$ cat src/rtc_pkg.sv
package rtc_pkg;

    // DS1302 command bytes, bit 0 selects read
    localparam logic [7:0] addr_sec_wr  = 8'h80;
    localparam logic [7:0] addr_sec_rd  = 8'h81;
    localparam logic [7:0] addr_min_wr  = 8'h82;
    localparam logic [7:0] addr_min_rd  = 8'h83;
    localparam logic [7:0] addr_hour_wr = 8'h84;
    localparam logic [7:0] addr_hour_rd = 8'h85;
    localparam logic [7:0] addr_ctrl_wr = 8'h8E; // write protect in bit 7

    // sec, min, hour
    localparam int num_fields = 3;

    // BCD when setting, binary when returned
    typedef struct packed {
        logic [7:0] sec;
        logic [7:0] min;
        logic [7:0] hour;
    } rtc_time_t;

    // one read byte on its way to the decoders
    typedef struct packed {
        logic       valid;
        logic [1:0] index;
        logic [7:0] bcd;
    } rtc_field_t;

    // engine start levels, at most one bit set
    typedef enum logic [1:0] {
        func_idle  = 2'b00,
        func_read  = 2'b01,
        func_write = 2'b10
    } rtc_func_t;

endpackage

$ cat src/bcd_field_decoder.sv
`timescale 1ns/1ps

module bcd_field_decoder #(
    parameter int         field_index = 0,
    parameter logic [7:0] field_mask  = 8'h7F,
    parameter logic [7:0] field_max   = 8'd59
) (
    input  logic                clk,
    input  logic                rst_n,
    input  rtc_pkg::rtc_field_t field_bus,
    output logic [7:0]          value,
    output logic                bad
);

    logic [7:0] masked;
    logic [3:0] tens;
    logic [3:0] units;
    logic [7:0] bin;
    logic       hit;

    assign hit    = field_bus.valid && (field_bus.index == 2'(field_index));
    assign masked = field_bus.bcd & field_mask; // strip CH and mode flags
    assign tens   = masked[7:4];
    assign units  = masked[3:0];
    assign bin    = 8'(tens) * 8'd10 + 8'(units); // max 165, fits

    always_ff @(posedge clk or negedge rst_n)
    begin
        if (!rst_n)
        begin
            value <= 8'h00;
            bad   <= 1'b0;
        end
        else if (hit)
        begin
            value <= bin;
            bad   <= (tens > 4'd9) || (units > 4'd9) || (bin > field_max);
        end
    end

endmodule

$ cat config.mk
export PLATFORM = sky130hd
export DESIGN_NAME = bcd_field_decoder
export DESIGN_NICKNAME = d
export VERILOG_FILES = /design/src/rtc_pkg.sv /design/src/bcd_field_decoder.sv
export SDC_FILE = /design/constraint.sdc
export NUM_CORES = 1
export LEC_CHECK = 0
export BUFFER_PORTS_ARGS = -buffer_cell sky130_fd_sc_hd__buf_2
export CAP_MARGIN = 20
export CORE_MARGIN = 10
export CORE_UTILIZATION = 37
export CTS_CLUSTER_DIAMETER = 50
export DETAILED_ROUTE_END_ITERATION = 8
export PLACE_DENSITY_LB_ADDON = 0.25
export SLEW_MARGIN = 15
export SYNTH_ARGS = -nofsm -noshare
export SYNTH_HDL_FRONTEND = slang
export SYNTH_SLANG_ARGS = --single-unit
$ cat constraint.sdc
create_clock -name clk -period 1.5 [get_ports clk]
set_clock_uncertainty 0.15 [all_clocks]
set_input_delay 0.45 -clock clk [delete_from_list [all_inputs] [get_ports clk]]
set_output_delay 0.45 -clock clk [all_outputs]
set_load 0.01 [all_outputs]
==> impl_metrics.json <==
{
  "status": "finished with violations",
  "violations": "setup timing",
  "min_period_ps": 1737,
  "fmax_mhz": 575.8,
  "worstSetupEndpointType": "flop",
  "irDropWorstVdd_uv": 710.1,
  "antenna_found_initial": 0,
  "vias": 548,
  "place_congestion": 0.7996,
  "power_density_nw_per_um2": 902.3,
  "numCtsBuffers": 3,
  "slew_headroom_pct": 86.56,
  "yosysWarningCount": 0,
  "post_drt_wl_per_cell_um": 15.48,
  "antenna_left": 0,
  "critPathRequiredTime_ps": 1480,
  "start_util_pct": 39.24,
  "tightest_slew_ps": 201.7,
  "ys_ff_latch": 9,
  "die_area_um2": 3625,
  "grt_pass1_vias": 634,
  "grt_max_degree": 10,
  "crit_fanout": 3,
  "finalHoldViolCount": 0,
  "setup_viol": 7,
  "layout.nets": 111,
  "grt_usage_pct": 10.00,
  "io_pins": 22,
  "die_w_um": 60.21,
  "cts.sinks": 9,
  "yosysSeqAreaShare_pct": 37.66,
  "cts_buffer_depth": 2,
  "p_leak_nw": 0.4460,
  "die_h_um": 60.21,
  "pre_cts_ws_ps": -536.5,
  "n_antenna_cell": 0,
  "vias_per_cell": 5.219,
  "synthesis.instances": 52,
  "start_kind": "primary input",
  "htreeDepth": 1,
  "wl_um": 1625,
  "grt_remaining_overflow": 0,
  "clk_latency_ps": 260,
  "syn-cell-area_um2": 598.1,
  "max-cap-violations": 0,
  "portBuffers": 20,
  "finalWorstSetupSlack_ps": -236.7,
  "row_count": 14,
  "whs_ps": 284.3,
  "period_share_pct": 115.8,
  "cts_tree": "done",
  "syn_area_per_cell_um2": 11.50,
  "ys_types": 26,
  "drv_slew": 0,
  "syn2layout_area_growth_pct": 69.46,
  "drc_errors": 0,
  "criticalPathCategory": "primary input to flop",
  "ctsRootBufferMaster": "clkbuf_4",
  "layout_commonest_cell": "buf_2",
  "hold_class": "primary input to flop",
  "clkTransAtPathRegs_ps": 60,
  "drt-pass1-iter-count": 2,
  "most-common-layout-cells": "buf_2 (17), buf_4 (10), dfrtp_1 (9)",
  "drt_iter0_drc": 6,
  "arrival_ps": 1720,
  "syn_nets": 73,
  "grt_first_pass_wirelength_um": 2815,
  "core_area_um2": 1524,
  "rsz0062_at_grt": "true",
  "drive_gt1_share_pct": 65.17
}
[sequential cells by signal, indices dropped and copies added (netlist names)]
name   count
bad        1
value      8
[final timing paths]
path / from / endpoint / slack, ps / cells after the start
max: field_bus[4] / bad / -240 / 7
min: field_bus[0] / value[0] / 280 / 2
max reg2reg: value[2] / value[2] / 570 / 1
min reg2reg: value[0] / value[0] / 360 / 1
max in group asynchronous: rst_n / value[4] / 610 / 2
min in group asynchronous: rst_n / value[7] / 420 / 2
[layout make-up]
| cell class | count | area (um^2) |
|---|---|---|
| timing repair buffer | 34 | 250.2 |
| tap | 16 | 20.02 |
| clock buffer | 4 | 26.28 |
| sequential | 9 | 225.2 |
| inverter | 1 | 3.754 |
| fill | 113 | 510.5 |
| multi-input combinational | 41 | 488.0 |
[Yosys cell counts]
library cell,n,area share (%)
dfrtp_1,9,38
ha_1,7,15
a21oi_1,4,3.3
nor2_1,4,2.5
mux2_4,3,7.5
nand2_1,2,1.3
nand3_1,2,1.7
nor2b_1,2,2.1
xnor2_1,2,2.9
a21boi_1,1,1.3
a21o_1,1,1.3
a21oi_2,1,1.5
a31oi_1,1,1.0
a32oi_1,1,1.5
and2b_1,1,1.3
and3_1,1,1.0
buf_6,1,1.9
fa_1,1,3.3
inv_1,1,0.63
mux2_2,1,1.9
mux2i_1,1,1.7
nand3b_1,1,1.3
nand4_1,1,1.0
nand4bb_1,1,1.9
nor3b_4,1,3.1
o21ai_0,1,0.84
[layer usage]
metal	vias up	global-route usage [%]	share of wire (%)	wire length [um]
li1	264	-	-	-
met1	263	10.32	41	663
met2	19	17.21	49	800
met3	2	5.720	8.9	145
met4	0	1.923	1.0	17
met5	-	0	0	0
[timing repair]
item,4_1_cts,5_1_grt
buffers inserted,2,1
gates resized for setup,15,3
cloned,0,0
hold endpoints to repair,9,0
endpoints found under the setup margin,7,7
hold buffers,1,0
pin swaps,6,6
[power breakdown]
group / switching [mW] / internal [mW]
combinational: 0.177 / 0.235
clock: 0.0804 / 0.102
sequential: 0.0267 / 0.294
total: 0.284 / 0.631
[logic make-up (layout without fill, tap and decap cells)]
| group | after synthesis | in the layout | share of synthesized area (%) |
|---|---|---|---|
| xor gates and xnor gates | 2 | 2 | 2.929 |
| buffers and inverters | 2 | 39 | 2.510 |
| adders and majority gates | 8 | 8 | 17.99 |
| and+or+nand+nor | 16 | 16 | 17.16 |
| DFF | 9 | 9 | 37.66 |
| AOI/OAI and AO/OA | 10 | 10 | 10.67 |
| muxes | 5 | 5 | 11.09 |
[critical path, stage by stage]
cell	delay, ps
buf_6	110
ha_4	150
fa_2	400
a21o_1	200
a32oi_2	180
nand4bb_1	140
a31oi_1	80
[stage by stage]
stage | cell area (um^2) | TNS (ps) | instances | utilization (%) | power, mW
6_report | 1013 | -1037 | 105 | 66.50 | 0.9145
5_1_grt | 1013 | -1204 | 105 | 66.50 | 0.9834
4_1_cts | 991.0 | -932.6 | 104 | 65.02 | 0.9098
3_5_place_dp | 872.1 | -3244 | 97 | 57.23 | 0.6722
3_3_place_gp | 872.1 | -3123 | 97 | 57.23 | 0.6622
2_1_floorplan | 675.6 | -1137 | 52 | - | 0.5131
Power figures use the tool's default switching activity.
