--- config.mk ---
export PLATFORM = sky130hd
export DESIGN_NAME = time_collector
export DESIGN_NICKNAME = d
export VERILOG_FILES = /design/src/rtc_pkg.sv /design/src/time_collector.sv
export SDC_FILE = /design/constraint.sdc
export NUM_CORES = 1
export LEC_CHECK = 0
export BUFFER_PORTS_ARGS = -buffer_cell sky130_fd_sc_hd__buf_2
export CAP_MARGIN = 0
export CORE_MARGIN = 5
export CORE_UTILIZATION = 41
export DETAILED_ROUTE_END_ITERATION = 6
export GPL_ROUTABILITY_DRIVEN = 0
export MAX_ROUTING_LAYER = met4
export PLACE_DENSITY = 0.8
export RECOVER_POWER = 50
export SETUP_SLACK_MARGIN = 0.15
export SYNTH_ARGS = -nofsm -noshare
export SYNTH_HDL_FRONTEND = slang
export SYNTH_SLANG_ARGS = --single-unit
--- constraint.sdc ---
create_clock -name clk -period 1.2 [get_ports clk]
set_clock_uncertainty 0.1 [all_clocks]
set_input_delay 0.24 -clock clk [delete_from_list [all_inputs] [get_ports clk]]
set_output_delay 0.24 -clock clk [all_outputs]
set_load 0.02 [all_outputs]
--- src/rtc_pkg.sv ---
package rtc_pkg;

    // DS1302 command bytes, bit 0 selects read
    localparam logic [7:0] addr_sec_wr  = 8'h80;
    localparam logic [7:0] addr_sec_rd  = 8'h81;
    localparam logic [7:0] addr_min_wr  = 8'h82;
    localparam logic [7:0] addr_min_rd  = 8'h83;
    localparam logic [7:0] addr_hour_wr = 8'h84;
    localparam logic [7:0] addr_hour_rd = 8'h85;
    localparam logic [7:0] addr_ctrl_wr = 8'h8E; // write protect in bit 7

    // sec, min, hour
    localparam int num_fields = 3;

    // BCD when setting, binary when returned
    typedef struct packed {
        logic [7:0] sec;
        logic [7:0] min;
        logic [7:0] hour;
    } rtc_time_t;

    // one read byte on its way to the decoders
    typedef struct packed {
        logic       valid;
        logic [1:0] index;
        logic [7:0] bcd;
    } rtc_field_t;

    // engine start levels, at most one bit set
    typedef enum logic [1:0] {
        func_idle  = 2'b00,
        func_read  = 2'b01,
        func_write = 2'b10
    } rtc_func_t;

endpackage

--- src/time_collector.sv ---
`timescale 1ns/1ps

module time_collector (
    input  logic                                   clk,
    input  logic                                   rst_n,
    input  logic                                   read_done,
    input  logic [rtc_pkg::num_fields-1:0][7:0]    values,
    input  logic [rtc_pkg::num_fields-1:0]         bads,
    output rtc_pkg::rtc_time_t                     time_out,
    output logic                                   time_valid,
    output logic                                   time_error
);

    // field order follows the decoder index
    always_ff @(posedge clk)
    begin
        if (read_done)
        begin
            time_out.sec  <= values[0];
            time_out.min  <= values[1];
            time_out.hour <= values[2];
        end
    end

    always_ff @(posedge clk or negedge rst_n)
    begin
        if (!rst_n)
        begin
            time_valid <= 1'b0;
            time_error <= 1'b0;
        end
        else
        begin
            time_valid <= read_done;
            if (read_done)
            begin
                time_error <= |bads; // held until the next read
            end
        end
    end

    // read_done is a single strobe per read
    a_valid_pulse: assert property (@(posedge clk) disable iff (!rst_n)
        time_valid |=> !time_valid);

endmodule

==> metrics, run 1 <==
Mean Syn Cell Area=approximately 27 um2; top-count cell post-synth=edfxtp_1; crit path buf inv count=1; Slew HR=around three fifths; Final Hold Violating Endpoints=0; WL/cell=16.06 um; Worst Hold Slack=about 0.12 ns; worst r2r src=time_error; Setup WS post-layout=-0.04331 ns; number of routed nets with antenna violations=0; layout cells sized above 1=between 50% and 60%; EDFF count, synth=24; HP Class=in -> reg; Cell Area, Synth=approximately 780 um2; Post-Syn Nets=between 50 and 60; synth warn=0; Num CTS Buffers=3; Starting Density=about 44%; main area contributors after synthesis=edfxtp_1 92%, dfrtp_1 6.4%, a21oi_1 0.64%; CTS H-Tree Depth=1; met2 wire len=roughly 1.2 mm; Worst R2R End=time_error; first drt pass iteration count=4; Finished Layout Cells=between 100 and 150; vias in the first global route=635; Least-Margin Pin Slew=just over 0.6 ns; Tmin final=approximately 1.2 ns; routed wire length=between 2 and 2.5 mm; Root Buffer=clkbuf_4; switching share of total power=about a quarter; Setup CP Type=reg -> out; Setup crit end kind=output port; Max clock buf depth=2; ant diodes=0; Inst Count DP=110; DRT iter0 DRCs=11; flop2flop setup slack=about 0.25 ns; DRC Markers=0; CP Cell Sequence=buf_6; M1 WL=approximately 750 um; Slowest cell on crit path=edfxtp_1; Layout Nets=around 150; clock network power share=between 10% and 20%; Sw Pwr=roughly 0.00043 W; sequential fraction of the synthesis area=98.25%; Total GRT Usage=approximately 15%; power density cells=~1200 mW/mm2; commonest cells in the netlist=24 x edfxtp_1, 2 x dfrtp_1, 1 x a21oi_1, 1 x nor2_1, 1 x nor3_1; Peak VDD IR=around 0.00094 V; slowest stage delay, CP=~0.44 ns; CP startpoint kind=flop; final setup TNS=-0.2329 ns; CP top delay family=flip-flops; total I/O pin count=56; filler instances=82; Overflow after GRT=0; total number of vias=640; cell accounting for the most synthesized area=edfxtp_1; Synth async-reset ratio=under 10%; largest net degree at the start of global routing=28; initial antenna violation count=0; Achievable Freq=a little over 0.8 GHz; Syn-to-layout area delta=92.50%; post-synth top area share=91.87%; core box area=between 0.0015 and 0.002 mm2; WP data required=0.86 ns; RSZ-0062 raised after global routing=true; Final Cycle Share=103.6%; crit path max fanout=1; Clock transition at path regs=around 0.13 ns; critical path arrival=0.90 ns; clock latency on the worst-skew pair=roughly 0.31 ns; clock sink total=26; DR WL met3=225 um; Gate power share=19.6%; leakage=0.6456 nW; Worst Hold Path Cells=3; Seq pwr share=60.7%; Worst Hold Path EP=time_error; #FFs+latches synth=26; Main synth FF type=edfxtp_1; Mapped Cells=29; fin area=roughly 0.0015 mm2; Top Metal Used=met4; die area=0.002888 mm2; Max Cap Viol=0; via-per-instance ratio=around 4.6; beginning of the worst hold path=bads[2]; Int Power=approximately 0.0014 W; R2R cell count=3; Area after DPL=~0.0011 mm2; Die Y=about 54 um; Port Buffer Count=55; Slew Limit Fails=0; Unique masters post-synth=5; status=finished, violations left; Row Count=15; first-pass GRT wire length=between 2 and 3 mm; setup violators final=12; Die Wd=around 54 um; failing checks=setup timing; DP HPWL=around 1.2 mm; TritonCTS clock tree=done
-- layer usage --
metal,up-vias,track usage [%]
met5,-,-
met2,55,30.44
met1,294,13.33
met4,0,6.809
met3,6,2.493
li1,285,-
-- cell families (layout without fill, tap and decap cells) --
group	after synthesis	count (layout)	synth area share (%)
and+or+nand+nor	2	2	1.115
buffers and inverters	0	86	0
DFF	26	26	98.25
AOI/OAI and AO/OA	1	1	0.6373
-- cell usage in the layout (no fill, tap or decap), drive strengths merged --
cell,n
clkinv,1
nor3,1
dlygate4sd3,25
a21oi,1
buf,55
edfxtp,24
dfrtp,2
clkbuf,5
nor2,1
-- state kept, by name (all words and copies together) (netlist names) --
register / count
time_error: 1
time_valid: 1
time_out: 24
-- area by class of cell --
type                       instances  area [um2]  area share [%]
clock buffer                       3       22.52           1.491
timing repair buffer              82       668.1           44.24
tap                               25       31.28           2.071
clock inverter                     1       3.754          0.2485
multi-input combinational          3       13.76          0.9113
sequential                        26       770.7           51.04
-- metrics by stage --
step           util, %  worst slack, ns  total power, W
2_1_floorplan        -           0.3891        0.001200
3_3_place_gp     62.98           0.2791        0.001326
3_5_place_dp     62.98           0.2752        0.001332
4_1_cts          77.87         -0.02154        0.001764
5_1_grt          85.60         -0.08844        0.001890
6_report         85.60         -0.04331        0.001811
-- power by group through the flow --
stage                      logic (W)  clock network, W  registers (W)
final                       0.000354          0.000357        0.00110
after global routing        0.000375          0.000408        0.00111
after CTS                   0.000313          0.000359        0.00109
after detailed placement    0.000231                 0        0.00110
after global placement      0.000227                 0        0.00110
after floorplan           0.00000215                 0        0.00120
-- worst max-delay path by stage --
stage,start,end,slack [ns],cells after the start
2_1_floorplan,time_error,time_error,0.39,2
3_3_place_gp,read_done,time_out[12],0.28,2
3_5_place_dp,read_done,time_out[12],0.28,2
4_1_cts,time_out[10],time_out[10],-0.02,1
5_1_grt,time_out[16],time_out[16],-0.09,1
6_report,time_out[16],time_out[16],-0.04,1
-- timing repair --
item	CTS	global route
setup buffers	0	1
hold endpoints to repair	14	12
endpoints found under the setup margin	26	26
resized for setup	34	8
hold buffers	13	12
Power figures use the tool's default switching activity.
==> run 2: changes to the inputs <==
PLACE_DENSITY = 0.92   (was 0.8)
==> metrics, run 2 (synthesized netlist as in run 1, its figures left out) <==
first-pass GRT wire length=4.119 mm (+43%); die area=0.002888 mm2 (unchanged); Row Count=15 (unchanged); Layout Nets=146 (unchanged); critical path arrival=0.94 ns (+0.04 ns); first drt pass iteration count=4 (unchanged); HP Class=in -> async; CTS H-Tree Depth=1 (unchanged); slowest stage delay, CP=0.44 ns (about the same); CP startpoint kind=flop; TritonCTS clock tree=done; Root Buffer=clkbuf_4; Storage cell area=770.7 um2 (unchanged); CP top delay family=flip-flops; Inst Count DP=110 (unchanged); DRT iter0 DRCs=16 (+5); status=finished, violations left; WL/cell=23.18 um (+44%); Slew HR=57.59% (-1.7 points); Max Cap Viol=0 (unchanged); most flop-heavy register=time_out; WP data required=0.86 ns (about the same); Final Core Density=87.16% (+1.6 points); Setup WS post-layout=-0.08053 ns (-0.03722 ns); Least-Margin Pin Slew=0.6361 ns (+0.02558 ns); Final Hold Violating Endpoints=0 (unchanged); Setup CP Type=reg -> out; largest net degree at the start of global routing=28 (unchanged); number of routed nets with antenna violations=0 (unchanged); most frequent cells in the layout=28 x buf_2, 26 x buf_6, 25 x dlygate4sd3_1; setup violators final=26 (+14); Total GRT Usage=23.21% (+8.0 points); initial antenna violation count=0 (unchanged); crit path max fanout=1 (unchanged); routed wire length=3.222 mm (+43%); Max clock buf depth=2 (unchanged); Setup crit end kind=output port; Finished Layout Cells=139 (-0.71%); CP Cell Sequence=buf_6; total I/O pin count=56 (unchanged); Slew Limit Fails=0 (unchanged); DRC Markers=0 (unchanged); Achievable Freq=0.7809 GHz (-2.9%); ant diodes=0 (unchanged); Overflow after GRT=0 (unchanged); commonest non-fill, non-tap cell in the layout=buf_2; layout cells sized above 1=51.75% (+0.45 points); RSZ-0062 raised after global routing=true; Tmin final=1.281 ns (+0.03722 ns); crit path buf inv count=1 (unchanged); largest registers=time_out x24, time_error x1, time_valid x1; Final Power=0.001882 W (+3.9%); filler instances=86 (+4.9%); Clock transition at path regs=0.14 ns (about the same); leakage=0.6546 nW (+1.4%); failing checks=setup timing; power density cells=1224 mW/mm2 (+2.1%); via-per-instance ratio=4.727 (+3.4%); Port Buffer Count=55 (unchanged); Die Y=53.74 um (unchanged); Peak VDD IR=0.001116 V (+19%); Slowest cell on crit path=edfxtp_1; core box area=0.001764 mm2 (unchanged); max reg flops=24 (unchanged); Final Cycle Share=106.7% (+3.1 points); Die Wd=53.74 um (unchanged); Syn-to-layout area delta=96.01%; total number of vias=657 (+2.7%); Num CTS Buffers=3 (unchanged); Starting Density=44.47% (unchanged); Multi-input gate area=13.76 um2 (unchanged); clock latency on the worst-skew pair=0.34 ns (+0.03 ns); vias in the first global route=734 (+16%); clock sink total=26 (unchanged)
[run 2: cell types whose count changed in the layout (fill, tap and decap cells not counted), sizes merged]
cell	change
clkinv	-1
[run 2: cell type report]
type	instances	share of cell area, %
multi-input cells	3	0.8950
well taps	25	2.034
repair buffers	82	45.48
clock buffers	3	1.465
flip-flops and latches	26	50.12
[run 2: path summary, 6_finish.rpt]
path	slack (ns)	start	cells after the start	to
min	0.13	rst_n	2	time_error
max reg2reg	0.18	time_error	3	time_error
max	-0.08	time_out[3]	1	time_out[3]
min reg2reg	0.69	time_error	3	time_error
min in group clk	0.18	bads[1]	3	time_error
max in group asynchronous	0.72	rst_n	2	time_valid
[run 2: power by group]
| group | total [W] | switching [W] | internal [W] |
|---|---|---|---|
| Combinational | 0.000387 | 0.000176 | 0.000211 |
| Sequential | 0.00111 | 0.0000419 | 0.00107 |
| Clock | 0.000384 | 0.000265 | 0.000119 |
[run 2: repair_timing]
action	4_1_cts	5_1_grt
gates resized for setup	42	10
endpoints found under the setup margin	26	26
setup buffers	1	0
cloned	0	0
hold endpoints to repair	19	7
hold buffers	18	7
[run 2: per-layer routing]
layer | part of all wire (%) | global-route usage [%] | wire (um) | vias up
li1 | - | - | - | 283
met1 | 37 | 25.50 | 1185 | 321
met2 | 51 | 35.48 | 1643 | 49
met3 | 10 | 13.02 | 333 | 4
met4 | 1.8 | 7.660 | 59 | 0
met5 | 0 | - | 0 | -
[run 2: through the flow]
step | hold slack (ns) | setup WS [ns] | TNS, ns | area, um2
after CTS | 0.001897 | -0.02192 | -0.08850 | 1453
after global placement | -0.07337 | 0.2829 | 0 | 1111
final | 0.1321 | -0.08053 | -1.266 | 1538
after detailed placement | -0.07004 | 0.2679 | 0 | 1111
after floorplan | -0.1556 | 0.3891 | 0 | 784.5
after global routing | 0.1417 | -0.1245 | -2.195 | 1538
==> run 3: changes to the inputs <==
SETUP_SLACK_MARGIN = not set   (was 0.15)
==> metrics, run 3 (synthesized netlist as in run 1, its figures left out) <==
Finished Layout Cells=138 (-0.72%); Worst R2R End=time_error; Worst Hold Slack=0.01494 ns (-0.1172 ns); Storage cell area=770.7 um2 (unchanged); initial antenna violation count=0 (unchanged); Peak VDD IR=0.001019 V (-8.6%); commonest non-fill, non-tap cell in the layout=buf_2; filler instances=87 (+1.2%); Achievable Freq=0.7985 GHz (+2.2%); routed wire length=2.765 mm (-14%); clock latency on the worst-skew pair=0.30 ns (-0.04 ns); most flop-heavy register=time_out; Layout Nets=145 (-0.68%); Max Cap Viol=0 (unchanged); Slowest cell on crit path=edfxtp_1; Setup CP Type=reg -> out; slowest stage delay, CP=0.45 ns (about the same); power density cells=1214 mW/mm2 (-0.81%); layout cells sized above 1=52.21% (+0.46 points); TritonCTS clock tree=done; beginning of the worst hold path=values[21]; Row Count=15 (unchanged); Port Buffer Count=55 (unchanged); CP startpoint kind=flop; flop2flop setup slack=0.10 ns (-0.08 ns); Inst Count DP=110 (unchanged); largest net degree at the start of global routing=28 (unchanged); Syn-to-layout area delta=90.27%; first-pass GRT wire length=3.436 mm (-17%); Worst Hold Path EP=time_out[5]; worst r2r src=time_error; Slew Limit Fails=0 (unchanged); CTS H-Tree Depth=1 (unchanged); crit path buf inv count=1 (unchanged); RSZ-0062 raised after global routing=true; CP top delay family=flip-flops; most frequent cells in the layout=32 x buf_2, 24 x edfxtp_1, 23 x dlygate4sd3_1; Tmin final=1.252 ns (-0.02813 ns); Worst setup startpoint=time_out[2]; ant diodes=0 (unchanged); Max clock buf depth=2 (unchanged); fin area=0.001493 mm2 (-2.9%); total I/O pin count=56 (unchanged); critical path arrival=0.91 ns (-0.03 ns); Final Hold Violating Endpoints=0 (unchanged); leakage=0.6372 nW (-2.7%); Die Wd=53.74 um (unchanged); setup violators final=15 (-42%); Die Y=53.74 um (unchanged); crit path max fanout=1 (unchanged); Overflow after GRT=0 (unchanged); WP data required=0.86 ns (about the same); Final Cycle Share=104.4% (-2.3 points); HP Class=in -> reg; DRT iter0 DRCs=35 (+19); Setup crit end kind=output port; Worst Hold Path Cells=1; first drt pass iteration count=4 (unchanged); CP Cell Sequence=buf_6; clock sink total=26 (unchanged); vias in the first global route=658 (-10%); core box area=0.001764 mm2 (unchanged); Least-Margin Pin Slew=0.6104 ns (-0.02576 ns); largest registers=time_out x24, time_error x1, time_valid x1; via-per-instance ratio=4.601 (-2.6%); Setup WS post-layout=-0.05240 ns (+0.02813 ns); Total GRT Usage=18.68% (-4.5 points); R2R cell count=4 (+1); Clock transition at path regs=0.12 ns (-0.02 ns); die area=0.002888 mm2 (unchanged); pre-CTS setup slack=0.2679 ns (unchanged); WL/cell=20.04 um (-14%); Slew HR=59.31% (+1.7 points); status=finished, violations left; Multi-input gate area=13.76 um2 (unchanged); Final Power=0.001812 W (-3.7%); total number of vias=635 (-3.3%); max reg flops=24 (unchanged); Root Buffer=clkbuf_4; Area after DPL=0.001111 mm2 (unchanged); failing checks=setup timing; number of routed nets with antenna violations=0 (unchanged); Num CTS Buffers=3 (unchanged); Starting Density=44.47% (unchanged); DRC Markers=0 (unchanged)
==> run 3: metrics by stage <==
step                      setup TNS [ns]  util (%)
after floorplan                        0         -
after CTS                       -0.08850     78.09
after global placement                 0     62.98
final                            -0.3153     84.61
after global routing              -1.344     84.61
after detailed placement               0     62.98
==> run 3: area by class of cell <==
class	instances	share of cell area (%)
sequential	26	51.63
timing repair buffer	81	43.84
clock buffer	3	1.509
multi-input combinational	3	0.9220
tap	25	2.096
==> run 3: timing repair <==
action,CTS,global route
hold buffers,18,5
buffers inserted,1,1
gates resized for setup,18,24
endpoints found under the setup margin,10,26
hold endpoints to repair,19,5
pin swaps,0,0
==> run 3: metal layers <==
| metal | track usage [%] | routed length, um |
|---|---|---|
| met3 | 7.479 | 265 |
| met1 | 23.11 | 1082 |
| met5 | - | 0 |
| met2 | 28.43 | 1393 |
| met4 | 5.106 | 24 |
==> run 3: how the worst max path moves through the flow <==
stage / slack (ns) / depth (start not counted) / end
floorplan: 0.39 / 2 / time_error
global placement: 0.28 / 2 / time_out[15]
detailed placement: 0.27 / 2 / time_out[13]
CTS: -0.02 / 1 / time_out[2]
global route: -0.09 / 1 / time_out[2]
finish: -0.05 / 1 / time_out[2]
==> run 3: where the power goes <==
| part | switching (W) | internal, W | leakage, nW | total (W) |
|---|---|---|---|---|
| registers | 0.0000361 | 0.00107 | 0.256 | 0.00110 |
| clock network | 0.000227 | 0.000117 | 0.0138 | 0.000344 |
| logic | 0.000171 | 0.000193 | 0.367 | 0.000364 |
| total | 0.000433 | 0.00138 | 0.637 | 0.00181 |
