[src/rtc_pkg.sv]
package rtc_pkg;

    // DS1302 command bytes, bit 0 selects read
    localparam logic [7:0] addr_sec_wr  = 8'h80;
    localparam logic [7:0] addr_sec_rd  = 8'h81;
    localparam logic [7:0] addr_min_wr  = 8'h82;
    localparam logic [7:0] addr_min_rd  = 8'h83;
    localparam logic [7:0] addr_hour_wr = 8'h84;
    localparam logic [7:0] addr_hour_rd = 8'h85;
    localparam logic [7:0] addr_ctrl_wr = 8'h8E; // write protect in bit 7

    // sec, min, hour
    localparam int num_fields = 3;

    // BCD when setting, binary when returned
    typedef struct packed {
        logic [7:0] sec;
        logic [7:0] min;
        logic [7:0] hour;
    } rtc_time_t;

    // one read byte on its way to the decoders
    typedef struct packed {
        logic       valid;
        logic [1:0] index;
        logic [7:0] bcd;
    } rtc_field_t;

    // engine start levels, at most one bit set
    typedef enum logic [1:0] {
        func_idle  = 2'b00,
        func_read  = 2'b01,
        func_write = 2'b10
    } rtc_func_t;

endpackage

[src/rtc_sequencer.sv]
`timescale 1ns/1ps

module rtc_sequencer (
    input  logic                clk,
    input  logic                rst_n,
    input  logic                set_time,
    input  rtc_pkg::rtc_time_t  set_value,
    input  logic                read_time,
    input  logic                func_done,
    input  logic [7:0]          read_data,
    output logic                busy,
    output rtc_pkg::rtc_func_t  func_start,
    output logic [7:0]          register_addr,
    output logic [7:0]          write_data,
    output rtc_pkg::rtc_field_t field_bus,
    output logic                read_done
);

    typedef enum logic [1:0] {
        op_idle,
        op_set,
        op_read
    } op_t;

    op_t                op_q;
    logic [1:0]         step_q;
    logic               launch_q;   // start the engine on the next cycle
    rtc_pkg::rtc_time_t set_q;
    logic [7:0]         next_addr;
    logic [7:0]         next_data;
    logic               last_step;
    rtc_pkg::rtc_func_t next_func;

    // register list per operation
    always_comb
    begin
        next_addr = rtc_pkg::addr_sec_rd;
        next_data = 8'h00;
        case (op_q)
            op_set:
            begin
                case (step_q)
                    2'd0: next_addr = rtc_pkg::addr_ctrl_wr; // clear write protect
                    2'd1:
                    begin
                        next_addr = rtc_pkg::addr_sec_wr;
                        next_data = set_q.sec;
                    end
                    2'd2:
                    begin
                        next_addr = rtc_pkg::addr_min_wr;
                        next_data = set_q.min;
                    end
                    default:
                    begin
                        next_addr = rtc_pkg::addr_hour_wr;
                        next_data = set_q.hour;
                    end
                endcase
            end
            op_read:
            begin
                case (step_q)
                    2'd0:    next_addr = rtc_pkg::addr_sec_rd;
                    2'd1:    next_addr = rtc_pkg::addr_min_rd;
                    default: next_addr = rtc_pkg::addr_hour_rd;
                endcase
            end
            default:
            begin
                next_addr = rtc_pkg::addr_sec_rd;
            end
        endcase
    end

    assign last_step = (op_q == op_set) ? (step_q == 2'd3)
                                        : (step_q == 2'(rtc_pkg::num_fields - 1));
    assign next_func = (op_q == op_set) ? rtc_pkg::func_write : rtc_pkg::func_read;

    always_ff @(posedge clk)
    begin
        if (!busy && set_time)
        begin
            set_q <= set_value;
        end
    end

    always_ff @(posedge clk or negedge rst_n)
    begin
        if (!rst_n)
        begin
            op_q          <= op_idle;
            step_q        <= 2'd0;
            launch_q      <= 1'b0;
            busy          <= 1'b0;
            func_start    <= rtc_pkg::func_idle;
            register_addr <= 8'h00;
            write_data    <= 8'h00;
            field_bus     <= '0;
            read_done     <= 1'b0;
        end
        else
        begin
            field_bus.valid <= 1'b0;
            read_done <= field_bus.valid &&
                         (field_bus.index == 2'(rtc_pkg::num_fields - 1));
            if (!busy && (set_time || read_time))
            begin
                op_q     <= set_time ? op_set : op_read; // set wins a tie
                step_q   <= 2'd0;
                launch_q <= 1'b1;
                busy     <= 1'b1;
            end
            else if (launch_q)
            begin
                func_start    <= next_func;
                register_addr <= next_addr;
                write_data    <= next_data;
                launch_q      <= 1'b0;
            end
            else if (func_done)
            begin
                func_start <= rtc_pkg::func_idle;
                if (op_q == op_read)
                begin
                    field_bus.valid <= 1'b1;
                    field_bus.index <= step_q;
                    field_bus.bcd   <= read_data;
                end
                if (last_step)
                begin
                    op_q <= op_idle;
                    busy <= 1'b0;
                end
                else
                begin
                    step_q   <= step_q + 1'b1;
                    launch_q <= 1'b1;
                end
            end
        end
    end

    // engine request must stay put until the engine reports done
    a_start_stable: assert property (@(posedge clk) disable iff (!rst_n)
        (func_start != rtc_pkg::func_idle && !func_done) |=> $stable(func_start));

endmodule

[config.mk]
export PLATFORM = sky130hd
export DESIGN_NAME = rtc_sequencer
export DESIGN_NICKNAME = d
export VERILOG_FILES = /design/src/rtc_pkg.sv /design/src/rtc_sequencer.sv
export SDC_FILE = /design/constraint.sdc
export NUM_CORES = 1
export LEC_CHECK = 0
export BUFFER_PORTS_ARGS = -buffer_cell sky130_fd_sc_hd__buf_2
export CELL_PAD_IN_SITES_DETAIL_PLACEMENT = 1
export CELL_PAD_IN_SITES_GLOBAL_PLACEMENT = 2
export CORE_MARGIN = 2
export CORE_UTILIZATION = 30
export DETAILED_ROUTE_END_ITERATION = 12
export GPL_TIMING_DRIVEN = 0
export HOLD_SLACK_MARGIN = 0.15
export PLACE_DENSITY = 0.72
export SYNTH_ARGS = -nofsm -noshare
export SYNTH_HDL_FRONTEND = slang
export SYNTH_SLANG_ARGS = --single-unit
[constraint.sdc]
create_clock -name clk -period 1.9 [get_ports clk]
set_input_delay 0.095 -clock clk [delete_from_list [all_inputs] [get_ports clk]]
set_output_delay 0.095 -clock clk [all_outputs]
set_load 0.005 [all_outputs]
==> impl_metrics.toml, run 1 <==
[outcome]
status = "finished, final reports clean"

[routing]
first_iter_violations = 44
wire_per_inst_microns = 14.76
wirelength_microns = 5668
dr.pass1.iters = 4
ant_nets = 0
drc = 0
num_vias = 1695
drt-vias-per-instance = 4.414

[sta]
finalMaxSlewViolations = 0
rsz0062_at_grt = "no"
skew_ns = 0.006846
fin_hold_ws_ns = 0.2364
finalSetupTns_ns = 0
setup_violations = 0
hold_viol = 0
maxSlewHeadroom = 0.4843
period_share = 0.9184
period_needed_ns = 1.745
fmax_ghz = 0.5731
worst_pin_slew_ns = 0.7735

[setup_path]
cp-end-kind = "flip-flop"
required_ns = 2.17
reg2reg_slack_ns = 0.15
r2r-end = "register_addr[2]"
cp_num_buf_inv = 1
r2r-start = "step_q[1]"
reg2reg_depth = 5
crit_family = "flip-flops"
slowest_stage = "dfrtp_1"
critical_path.cell_chain = "inv_1 -> ha_1 -> or3b_1 -> a21oi_1 -> mux2_2"
cp_data_arrival_time_ns = 2.01
crit_start = "step_q[1]"
max_stage_delay_ns = 0.44
cp_max_fo = 9
critPathLaunchType = "flip-flop"
path_class = "reg2reg"

[yosys]
syn_area_sq_um = 2365
synth_most_common_cell = "dfrtp_1"
yosysUniqueCellTypes = 29
synth.area.top_cells = "dfrtp_1, edfxtp_1, mux2_4"
async_flop_share = 0.5789
yosysSeqAreaShare = 0.6540
yosys_warnings = 0
synth_edf_count = 24
yosysTopAreaCell = "dfrtp_1"
synth_common_cells = "dfrtp_1, edfxtp_1, nand2_1"
synth_flop_cell = "dfrtp_1"
avgSynthCellArea_sq_um = 14.16
synth_top_area_share = 0.3492
ys_seq_elements = 57
synth_cells = 167

[floorplan]
coreArea_sq_um = 7687
rows = 32
die-width_microns = 92.79
initial_core_util = 0.3076
dieHeight_microns = 92.79
die_area_sq_um = 8609
ioPinCount = 68

[placement]
placedCellCount = 335
dp_hpwl_microns = 3491
numPortBuffers = 64
placed_cell_area_sq_um = 2823
gp_congestion = 0.7111

[worst_hold_path]
min_to = "busy"
holdCritPathClass = "in2reg"
holdPathStages = 4
hold_path.startpoint = "set_time"

[cts]
cts.htree.levels = 3
cts_tree = "built"
clockBufferDepth = 2
cts_root_buffer = "clkbuf_8"
insertion_delay_ns = 0.33
numCtsBuffers = 9
cts_setup_buffers = 0
cts.sinks = 57
cts.clk_slew.worst_paths_ns = 0.07

[finish]
nFillCells = 828
stdcell_area_sq_um = 3386
syn2layout_area_growth_pct = 43.17
ff_latch_area_sq_um = 1546
final_cells = 384
nNetsFinal = 322
multi_input_area_sq_um = 743.2
drive_above_1_share = 0.3688
n_antenna_cell = 0

[grt]
grt_pass1_wl_microns = 9280
antenna_found_initial = 0
first_global_vias = 1831
grt_usage = 0.1461
grt_max_degree = 34
grt-ovfl-total = 0

[job]
cap_violations = 0

[power]
p_per_area_nw_per_um2 = 1364
p_leak_nw = 1.552
p_total_mw = 4.618
irDropWorstVdd_mv = 0.5444
## cells in the final DEF (no fill, tap or decap), types with 2 or more instances in the layout
cell	netlist	layout
mux2_2	3	3
buf_6	2	2
inv_1	5	5
nor2_1	3	3
edfxtp_1	24	24
nand2b_1	6	6
a21oi_1	2	2
o21ai_0	12	12
mux2_4	9	9
conb_1	1	3
dfrtp_1	33	33
nand2_1	18	18
ha_1	8	7
a22oi_1	8	8
buf_2	2	66
mux2i_1	4	4
bufinv_16	0	2
buf_4	4	4
dlygate4sd3_1	0	35
clkbuf_1	3	2
a22o_1	8	8
clkinvlp_4	0	2
clkbuf_8	0	9
nor2b_1	3	2
## routing by layer
| layer | GRT usage | wire, microns | vias to the layer above |
|---|---|---|---|
| li1 | - | - | 810 |
| met1 | 0.1759 | 2424 | 820 |
| met2 | 0.2446 | 2860 | 54 |
| met3 | 0.03662 | 272 | 11 |
| met4 | 0.06985 | 111 | 0 |
| met5 | 0 | 0 | - |
## flip-flops by register name, indices dropped and copies added (netlist names)
register / flops
busy: 1
field_bus: 11
func_start: 2
launch_q: 1
op_q: 2
read_done: 1
register_addr: 5
set_q: 24
step_q: 2
write_data: 8
## report_power, final
| group | total (mW) | switching [mW] | leakage, nW | internal (mW) |
|---|---|---|---|---|
| sequential | 1.88 | 0.222 | 0.636 | 1.66 |
| combinational | 1.51 | 0.742 | 0.816 | 0.770 |
| clock | 1.23 | 0.489 | 0.0995 | 0.737 |
| total | 4.62 | 1.45 | 1.55 | 3.16 |
## tightest hold or removal path, stage by stage
cell	delay [ns]
buf_2	0.11
o21bai_2	0.09
buf_4	0.18
nand2_1	0.06
## cells by family (layout without fill, tap and decap cells)
| group | count (synthesis) | in the layout | synth area share |
|---|---|---|---|
| AO/OA/AOI/OAI | 35 | 35 | 0.1037 |
| adder cells (fa/ha/maj) | 8 | 8 | 0.04233 |
| buffers and inverters | 16 | 129 | 0.03915 |
| flip-flops | 57 | 57 | 0.6540 |
| multiplexers | 16 | 16 | 0.08836 |
| other | 1 | 3 | 0.001586 |
| AND/OR/NAND/NOR | 34 | 34 | 0.07090 |
## stage by stage
stage / worst slack, ns / utilization
floorplan: 0.3979 / -
global placement: -0.07170 / 0.3672
detailed placement: -0.1254 / 0.3672
CTS: 0.03381 / 0.4398
global route: 0.03974 / 0.4404
finish: 0.1550 / 0.4404
## layout make-up
class,count,area share
Tap cell,102,0.03769
Timing Repair Buffer,99,0.1981
Multi-Input combinational cell,96,0.2195
Inverter,5,0.005543
Buffer,9,0.01996
Sequential cell,57,0.4568
Clock buffer,11,0.03880
Clock inverter,5,0.02365
## timing repair
action	in CTS	in global routing
setup endpoints to repair	6	36
hold endpoints to repair	67	0
hold buffers	35	0
resized for setup	0	4
## worst max-delay path by stage
stage                     slack, ns          endpoint  cells past startpoint
final                          0.15  register_addr[2]                      5
after global routing           0.04         step_q[0]                      5
after CTS                      0.03         step_q[0]                      5
after detailed placement      -0.13         step_q[0]                      6
after global placement        -0.07           op_q[1]                      6
after floorplan                0.40          set_q[0]                      1
Power figures use the tool's default switching activity.
==> inputs of run 2 (changes only) <==
==> constraint.sdc (replaced) <==
create_clock -name clk -period 1.5 [get_ports clk]
set_input_delay 0.075 -clock clk [delete_from_list [all_inputs] [get_ports clk]]
set_output_delay 0.075 -clock clk [all_outputs]
set_load 0.005 [all_outputs]
==> impl_metrics.toml, run 2 (synthesis gave the netlist of run 1 again) <==
[sta]
setup_violations = 0
fin_hold_ws_ns = 0.1703
fmax_ghz = 0.6714
maxSlewHeadroom = 0.5131
rsz0062_at_grt = "yes"
setup_ws_ns = 0.01066
finalSetupTns_ns = 0
hold_viol = 0
finalMaxSlewViolations = 0
worst_pin_slew_ns = 0.7304
period_share = 0.9929
period_needed_ns = 1.489
skew_ns = 0.01214

[setup_path]
cp_max_fo = 9
required_ns = 1.77
critPathLaunchType = "flip-flop"
cp-end-kind = "flip-flop"
path_class = "reg2reg"
cp_data_arrival_time_ns = 1.76

[outcome]
status = "finished, final reports clean"

[cts]
cts_tree = "built"
cts_root_buffer = "clkbuf_8"
numCtsBuffers = 9
cts.sinks = 57
insertion_delay_ns = 0.34
cts.htree.levels = 3
clockBufferDepth = 2
cts.clk_slew.worst_paths_ns = 0.07

[finish]
n_antenna_cell = 0
drive_above_1_share = 0.4216
layout_commonest_cell = "buf_2"
syn2layout_area_growth_pct = 48.68
ff_latch_area_sq_um = 1550
reg_top3 = "set_q (24), field_bus (11), write_data (8)"
stdcell_area_sq_um = 3516
layout_common_cells = "buf_2, dlygate4sd3_1, dfrtp_1, edfxtp_1, nand2_1"
regMostFlops = "set_q"
largest_register_ffs = 24
nNetsFinal = 327
nFillCells = 834
multi_input_area_sq_um = 800.8

[routing]
wire_per_inst_microns = 14.59
wl_met1_microns = 2551
dr.pass1.iters = 4
wl_met3_microns = 282
top_layer = "met4"
wl_met2_microns = 2720
ant_nets = 0
num_vias = 1744
wirelength_microns = 5677
drc = 0
drt-vias-per-instance = 4.483
first_iter_violations = 54

[floorplan]
ioPinCount = 68
dieHeight_microns = 92.79
coreArea_sq_um = 7687
rows = 32
die_area_sq_um = 8609
die-width_microns = 92.79
initial_core_util = 0.3076

[grt]
grt-ovfl-total = 0
antenna_found_initial = 0
grt_pass1_wl_microns = 9156
grt_max_degree = 34
first_global_vias = 1856
grt_usage = 0.1419

[power]
p_total_mw = 6.126
p_per_area_nw_per_um2 = 1742
p_leak_nw = 1.590
irDropWorstVdd_mv = 0.5844

[placement]
placed_cell_area_sq_um = 2828
dp_hpwl_microns = 3548
post-place-ws_ns = -0.4584
gp_congestion = 0.7031
numPortBuffers = 64

[worst_hold_path]
holdCritPathClass = "in2reg"

[job]
cap_violations = 0
## run 2: cell count changes in the layout (fill, tap and decap cells not counted), moves of 2 or more
cell | before | now
ha_4 | 0 | 2
buf_4 | 4 | 7
dfrtp_1 | 33 | 30
dfrtp_2 | 0 | 3
ha_1 | 7 | 4
## run 2: final timing paths
| path | end | cells past startpoint | slack (ns) | start |
|---|---|---|---|---|
| worst min register to register | read_done | 1 | 0.46 | field_bus[8] |
| worst min-delay path | launch_q | 4 | 0.17 | set_time |
| worst max-delay path | register_addr[2] | 5 | 0.01 | step_q[0] |
| max in group asynchronous | busy | 2 | 0.62 | rst_n |
| worst max register to register | register_addr[2] | 5 | 0.01 | step_q[0] |
| min in group asynchronous | field_bus[4] | 2 | 0.36 | rst_n |
## run 2: area by class of cell
class | count | share of cell area
timing repair buffer | 104 | 0.2050
tap | 102 | 0.03630
clock inverter | 4 | 0.01459
inverter | 5 | 0.005338
multi-input combinational | 96 | 0.2278
sequential | 57 | 0.4409
clock buffer | 12 | 0.04448
buffer | 9 | 0.02562
## run 2: stage by stage
stage / utilization / instances
final: 0.4574 / 389
after global placement: 0.3678 / 335
after floorplan: - / 169
after CTS: 0.4512 / 386
after global routing: 0.4574 / 389
after detailed placement: 0.3678 / 335
## run 2: report_power, final
part           switching (mW)  total (mW)  internal [mW]
Sequential              0.278        2.39           2.11
Combinational            1.05        2.25           1.20
Clock                   0.617        1.49          0.869
Total                    1.95        6.13           4.18
## run 2: critical path: stages (launching register included)
cell and delay, ns:
dfrtp_2 0.45, buf_12 0.14, ha_4 0.19, or3b_4 0.38, a21oi_2 0.12, mux2_4 0.14
## run 2: what timing repair did
action | 4_1_cts | 5_1_grt
hold buffers | 35 | 0
buffers inserted | 2 | 3
resized for setup | 16 | 10
endpoints found under the hold margin | 69 | 0
setup endpoints to repair | 16 | 23
pin swaps | 1 | 0
## run 2: routing by layer
| layer | vias up | GRT usage |
|---|---|---|
| li1 | 823 | - |
| met2 | 58 | 0.2349 |
| met4 | 0 | 0.07353 |
| met3 | 12 | 0.03987 |
| met1 | 851 | 0.1676 |
| met5 | - | 0 |
==> inputs of run 3 (changes only) <==
--- a/config.mk
+++ b/config.mk
@@ -5,15 +5,16 @@
 export SDC_FILE = /design/constraint.sdc
 export NUM_CORES = 1
 export LEC_CHECK = 0
+export ABC_AREA = 1
 export BUFFER_PORTS_ARGS = -buffer_cell sky130_fd_sc_hd__buf_2
 export CELL_PAD_IN_SITES_DETAIL_PLACEMENT = 1
 export CELL_PAD_IN_SITES_GLOBAL_PLACEMENT = 2
 export CORE_MARGIN = 2
-export CORE_UTILIZATION = 30
+export CORE_UTILIZATION = 28
 export DETAILED_ROUTE_END_ITERATION = 12
 export GPL_TIMING_DRIVEN = 0
 export HOLD_SLACK_MARGIN = 0.15
-export PLACE_DENSITY = 0.72
+export PLACE_DENSITY = 0.74
 export SYNTH_ARGS = -nofsm -noshare
 export SYNTH_HDL_FRONTEND = slang
 export SYNTH_SLANG_ARGS = --single-unit
==> impl_metrics.toml, run 3 <==
[power]
p_leak_nw = 1.806
p_per_area_nw_per_um2 = 1599
irDropWorstVdd_mv = 0.6463
p_total_mw = 5.646

[finish]
regMostFlops = "set_q"
reg_top3 = "set_q (24), field_bus (11), write_data (8)"
layout_commonest_cell = "nand2_1"
nNetsFinal = 413
n_antenna_cell = 0
syn2layout_area_growth_pct = 44.87
layout_common_cells = "nand2_1, buf_2, dlygate4sd3_1, dfrtp_1, edfxtp_1"
final_cells = 481
stdcell_area_sq_um = 3531
drive_above_1_share = 0.2922
largest_register_ffs = 24

[placement]
numPortBuffers = 64
placed_cell_area_sq_um = 2900
placedCellCount = 420
dp_hpwl_microns = 3942
gp_congestion = 0.6872

[grt]
grt_max_degree = 34
first_global_vias = 2078
grt_usage = 0.1361
antenna_found_initial = 0
grt-ovfl-total = 0
grt_pass1_wl_microns = 10070

[yosys]
yosys_warnings = 0
async_flop_share = 0.5789
syn_area_sq_um = 2437
yosysTopAreaCell = "dfrtp_1"
synth_top_area_share = 0.3388
synth_top_family_by_area = "simple AND/OR/NAND/NOR gates"
yosysUniqueCellTypes = 22
synth_cells = 246
synthSimpleGateAreaFrac = 0.2567
synth_most_common_cell = "nand2_1"
synth_flop_cell = "dfrtp_1"
synth_edf_count = 24
synth.area.top_cells = "dfrtp_1, edfxtp_1, nand2_1"
synth_xor_area_frac = 0
ys_seq_elements = 57
avgSynthCellArea_sq_um = 9.908
yosysSeqAreaShare = 0.6345
synth_common_cells = "nand2_1, dfrtp_1, edfxtp_1"
synthMuxAreaShare = 0
synth_fa_ha_area_frac = 0.04107
synth_compound_area_frac = 0.02002

[floorplan]
die_area_sq_um = 9467
dieHeight_microns = 97.30
rows = 34
coreArea_sq_um = 8593
die-width_microns = 97.30
initial_core_util = 0.2836
ioPinCount = 68

[setup_path]
path_class = "reg2reg"
reg2reg_slack_ns = 0.11
reg2reg_depth = 7
r2r-start = "step_q[0]"
cp_max_fo = 10
r2r-end = "step_q[1]"
critPathLaunchType = "flip-flop"
cp-end-kind = "flip-flop"
cp_data_arrival_time_ns = 1.66
required_ns = 1.77

[cts]
cts.htree.levels = 3
cts.sinks = 57
numCtsBuffers = 9
cts_root_buffer = "clkbuf_8"
clockBufferDepth = 2
insertion_delay_ns = 0.34
cts.clk_slew.worst_paths_ns = 0.06
cts_tree = "built"

[routing]
wire_per_inst_microns = 12.39
drt-vias-per-instance = 4.137
ant_nets = 0
drc = 0
dr.pass1.iters = 4
num_vias = 1990
wirelength_microns = 5959
first_iter_violations = 59

[sta]
fmax_ghz = 0.7214
skew_ns = 0.008976
period_share = 0.9241
fin_hold_ws_ns = 0.3285
period_needed_ns = 1.386
setup_violations = 0
rsz0062_at_grt = "no"
worst_pin_slew_ns = 0.7447
hold_viol = 0
maxSlewHeadroom = 0.5035
finalMaxSlewViolations = 0

[worst_hold_path]
holdCritPathClass = "in2async"

[outcome]
status = "finished, final reports clean"

[job]
cap_violations = 0
-- run 3: changes by cell type after synthesis, sizes merged, moves of 4 or more --
cell / before / now
inv: 5 / 11
nand3: 0 / 8
nor2: 3 / 8
nand2b: 6 / 0
a22o: 8 / 0
o21ai: 12 / 6
nand2: 19 / 135
mux2: 12 / 0
mux2i: 4 / 0
a22oi: 8 / 0
-- run 3: worst max path at each step --
stage | depth (start not counted) | start | to
5_1_grt | 7 | step_q[0] | step_q[1]
2_1_floorplan | 3 | busy | set_q[0]
4_1_cts | 3 | busy | set_q[17]
6_report | 7 | step_q[0] | step_q[1]
3_5_place_dp | 3 | busy | set_q[23]
3_3_place_gp | 3 | busy | set_q[15]
-- run 3: final cells by class --
cell class                 instances  area [sq um]
clock inverter                     5         46.29
inverter                          13         60.06
buffer                             8         71.32
fill                            1010          5062
clock buffer                      11         131.4
sequential                        57          1548
multi-input combinational        170         790.8
timing repair inverter             1         7.507
timing repair buffer             108         740.7
tap                              108         135.1
-- run 3: cells by family after synthesis --
family                     Yosys count
other                                1
and+or+nand+nor                    153
buffers and inverters               21
adders and majority gates            8
DFF                                 57
AOI/OAI and AO/OA                    6
-- run 3: critical path: stages (launching register included) --
cell,delay (ns)
dfrtp_2,0.45
ha_1,0.21
buf_4,0.17
nand2_1,0.09
nand2_1,0.09
nor2_1,0.14
nand3_1,0.09
nand2_1,0.08
-- run 3: stage by stage --
stage / TNS [ns] / worst slack [ns] / utilization
3_5_place_dp: -6.219 / -0.2489 / 0.3375
6_report: 0 / 0.1138 / 0.4109
4_1_cts: 0 / 0.004184 / 0.4017
2_1_floorplan: 0 / 0.02553 / -
5_1_grt: 0 / 0.0007924 / 0.4109
3_3_place_gp: -4.940 / -0.1998 / 0.3375
-- run 3: what timing repair did --
item                       in CTS  in global routing
hold buffers                   36                  0
gates cloned                    1                  0
gates resized for setup         4                 10
setup endpoints to repair      31                 43
buffers inserted                0                  8
hold endpoints to repair       73                  0
pin swaps                       0                  0
-- run 3: layer usage --
metal,track usage,routed length (microns)
met1,0.1618,2641
met2,0.2206,2878
met3,0.04388,319
met4,0.07051,120
met5,0,0
-- run 3: where the power goes --
part / total (mW) / internal (mW) / switching [mW]
logic: 1.97 / 0.857 / 1.11
clock network: 1.33 / 0.748 / 0.586
registers: 2.34 / 2.09 / 0.248
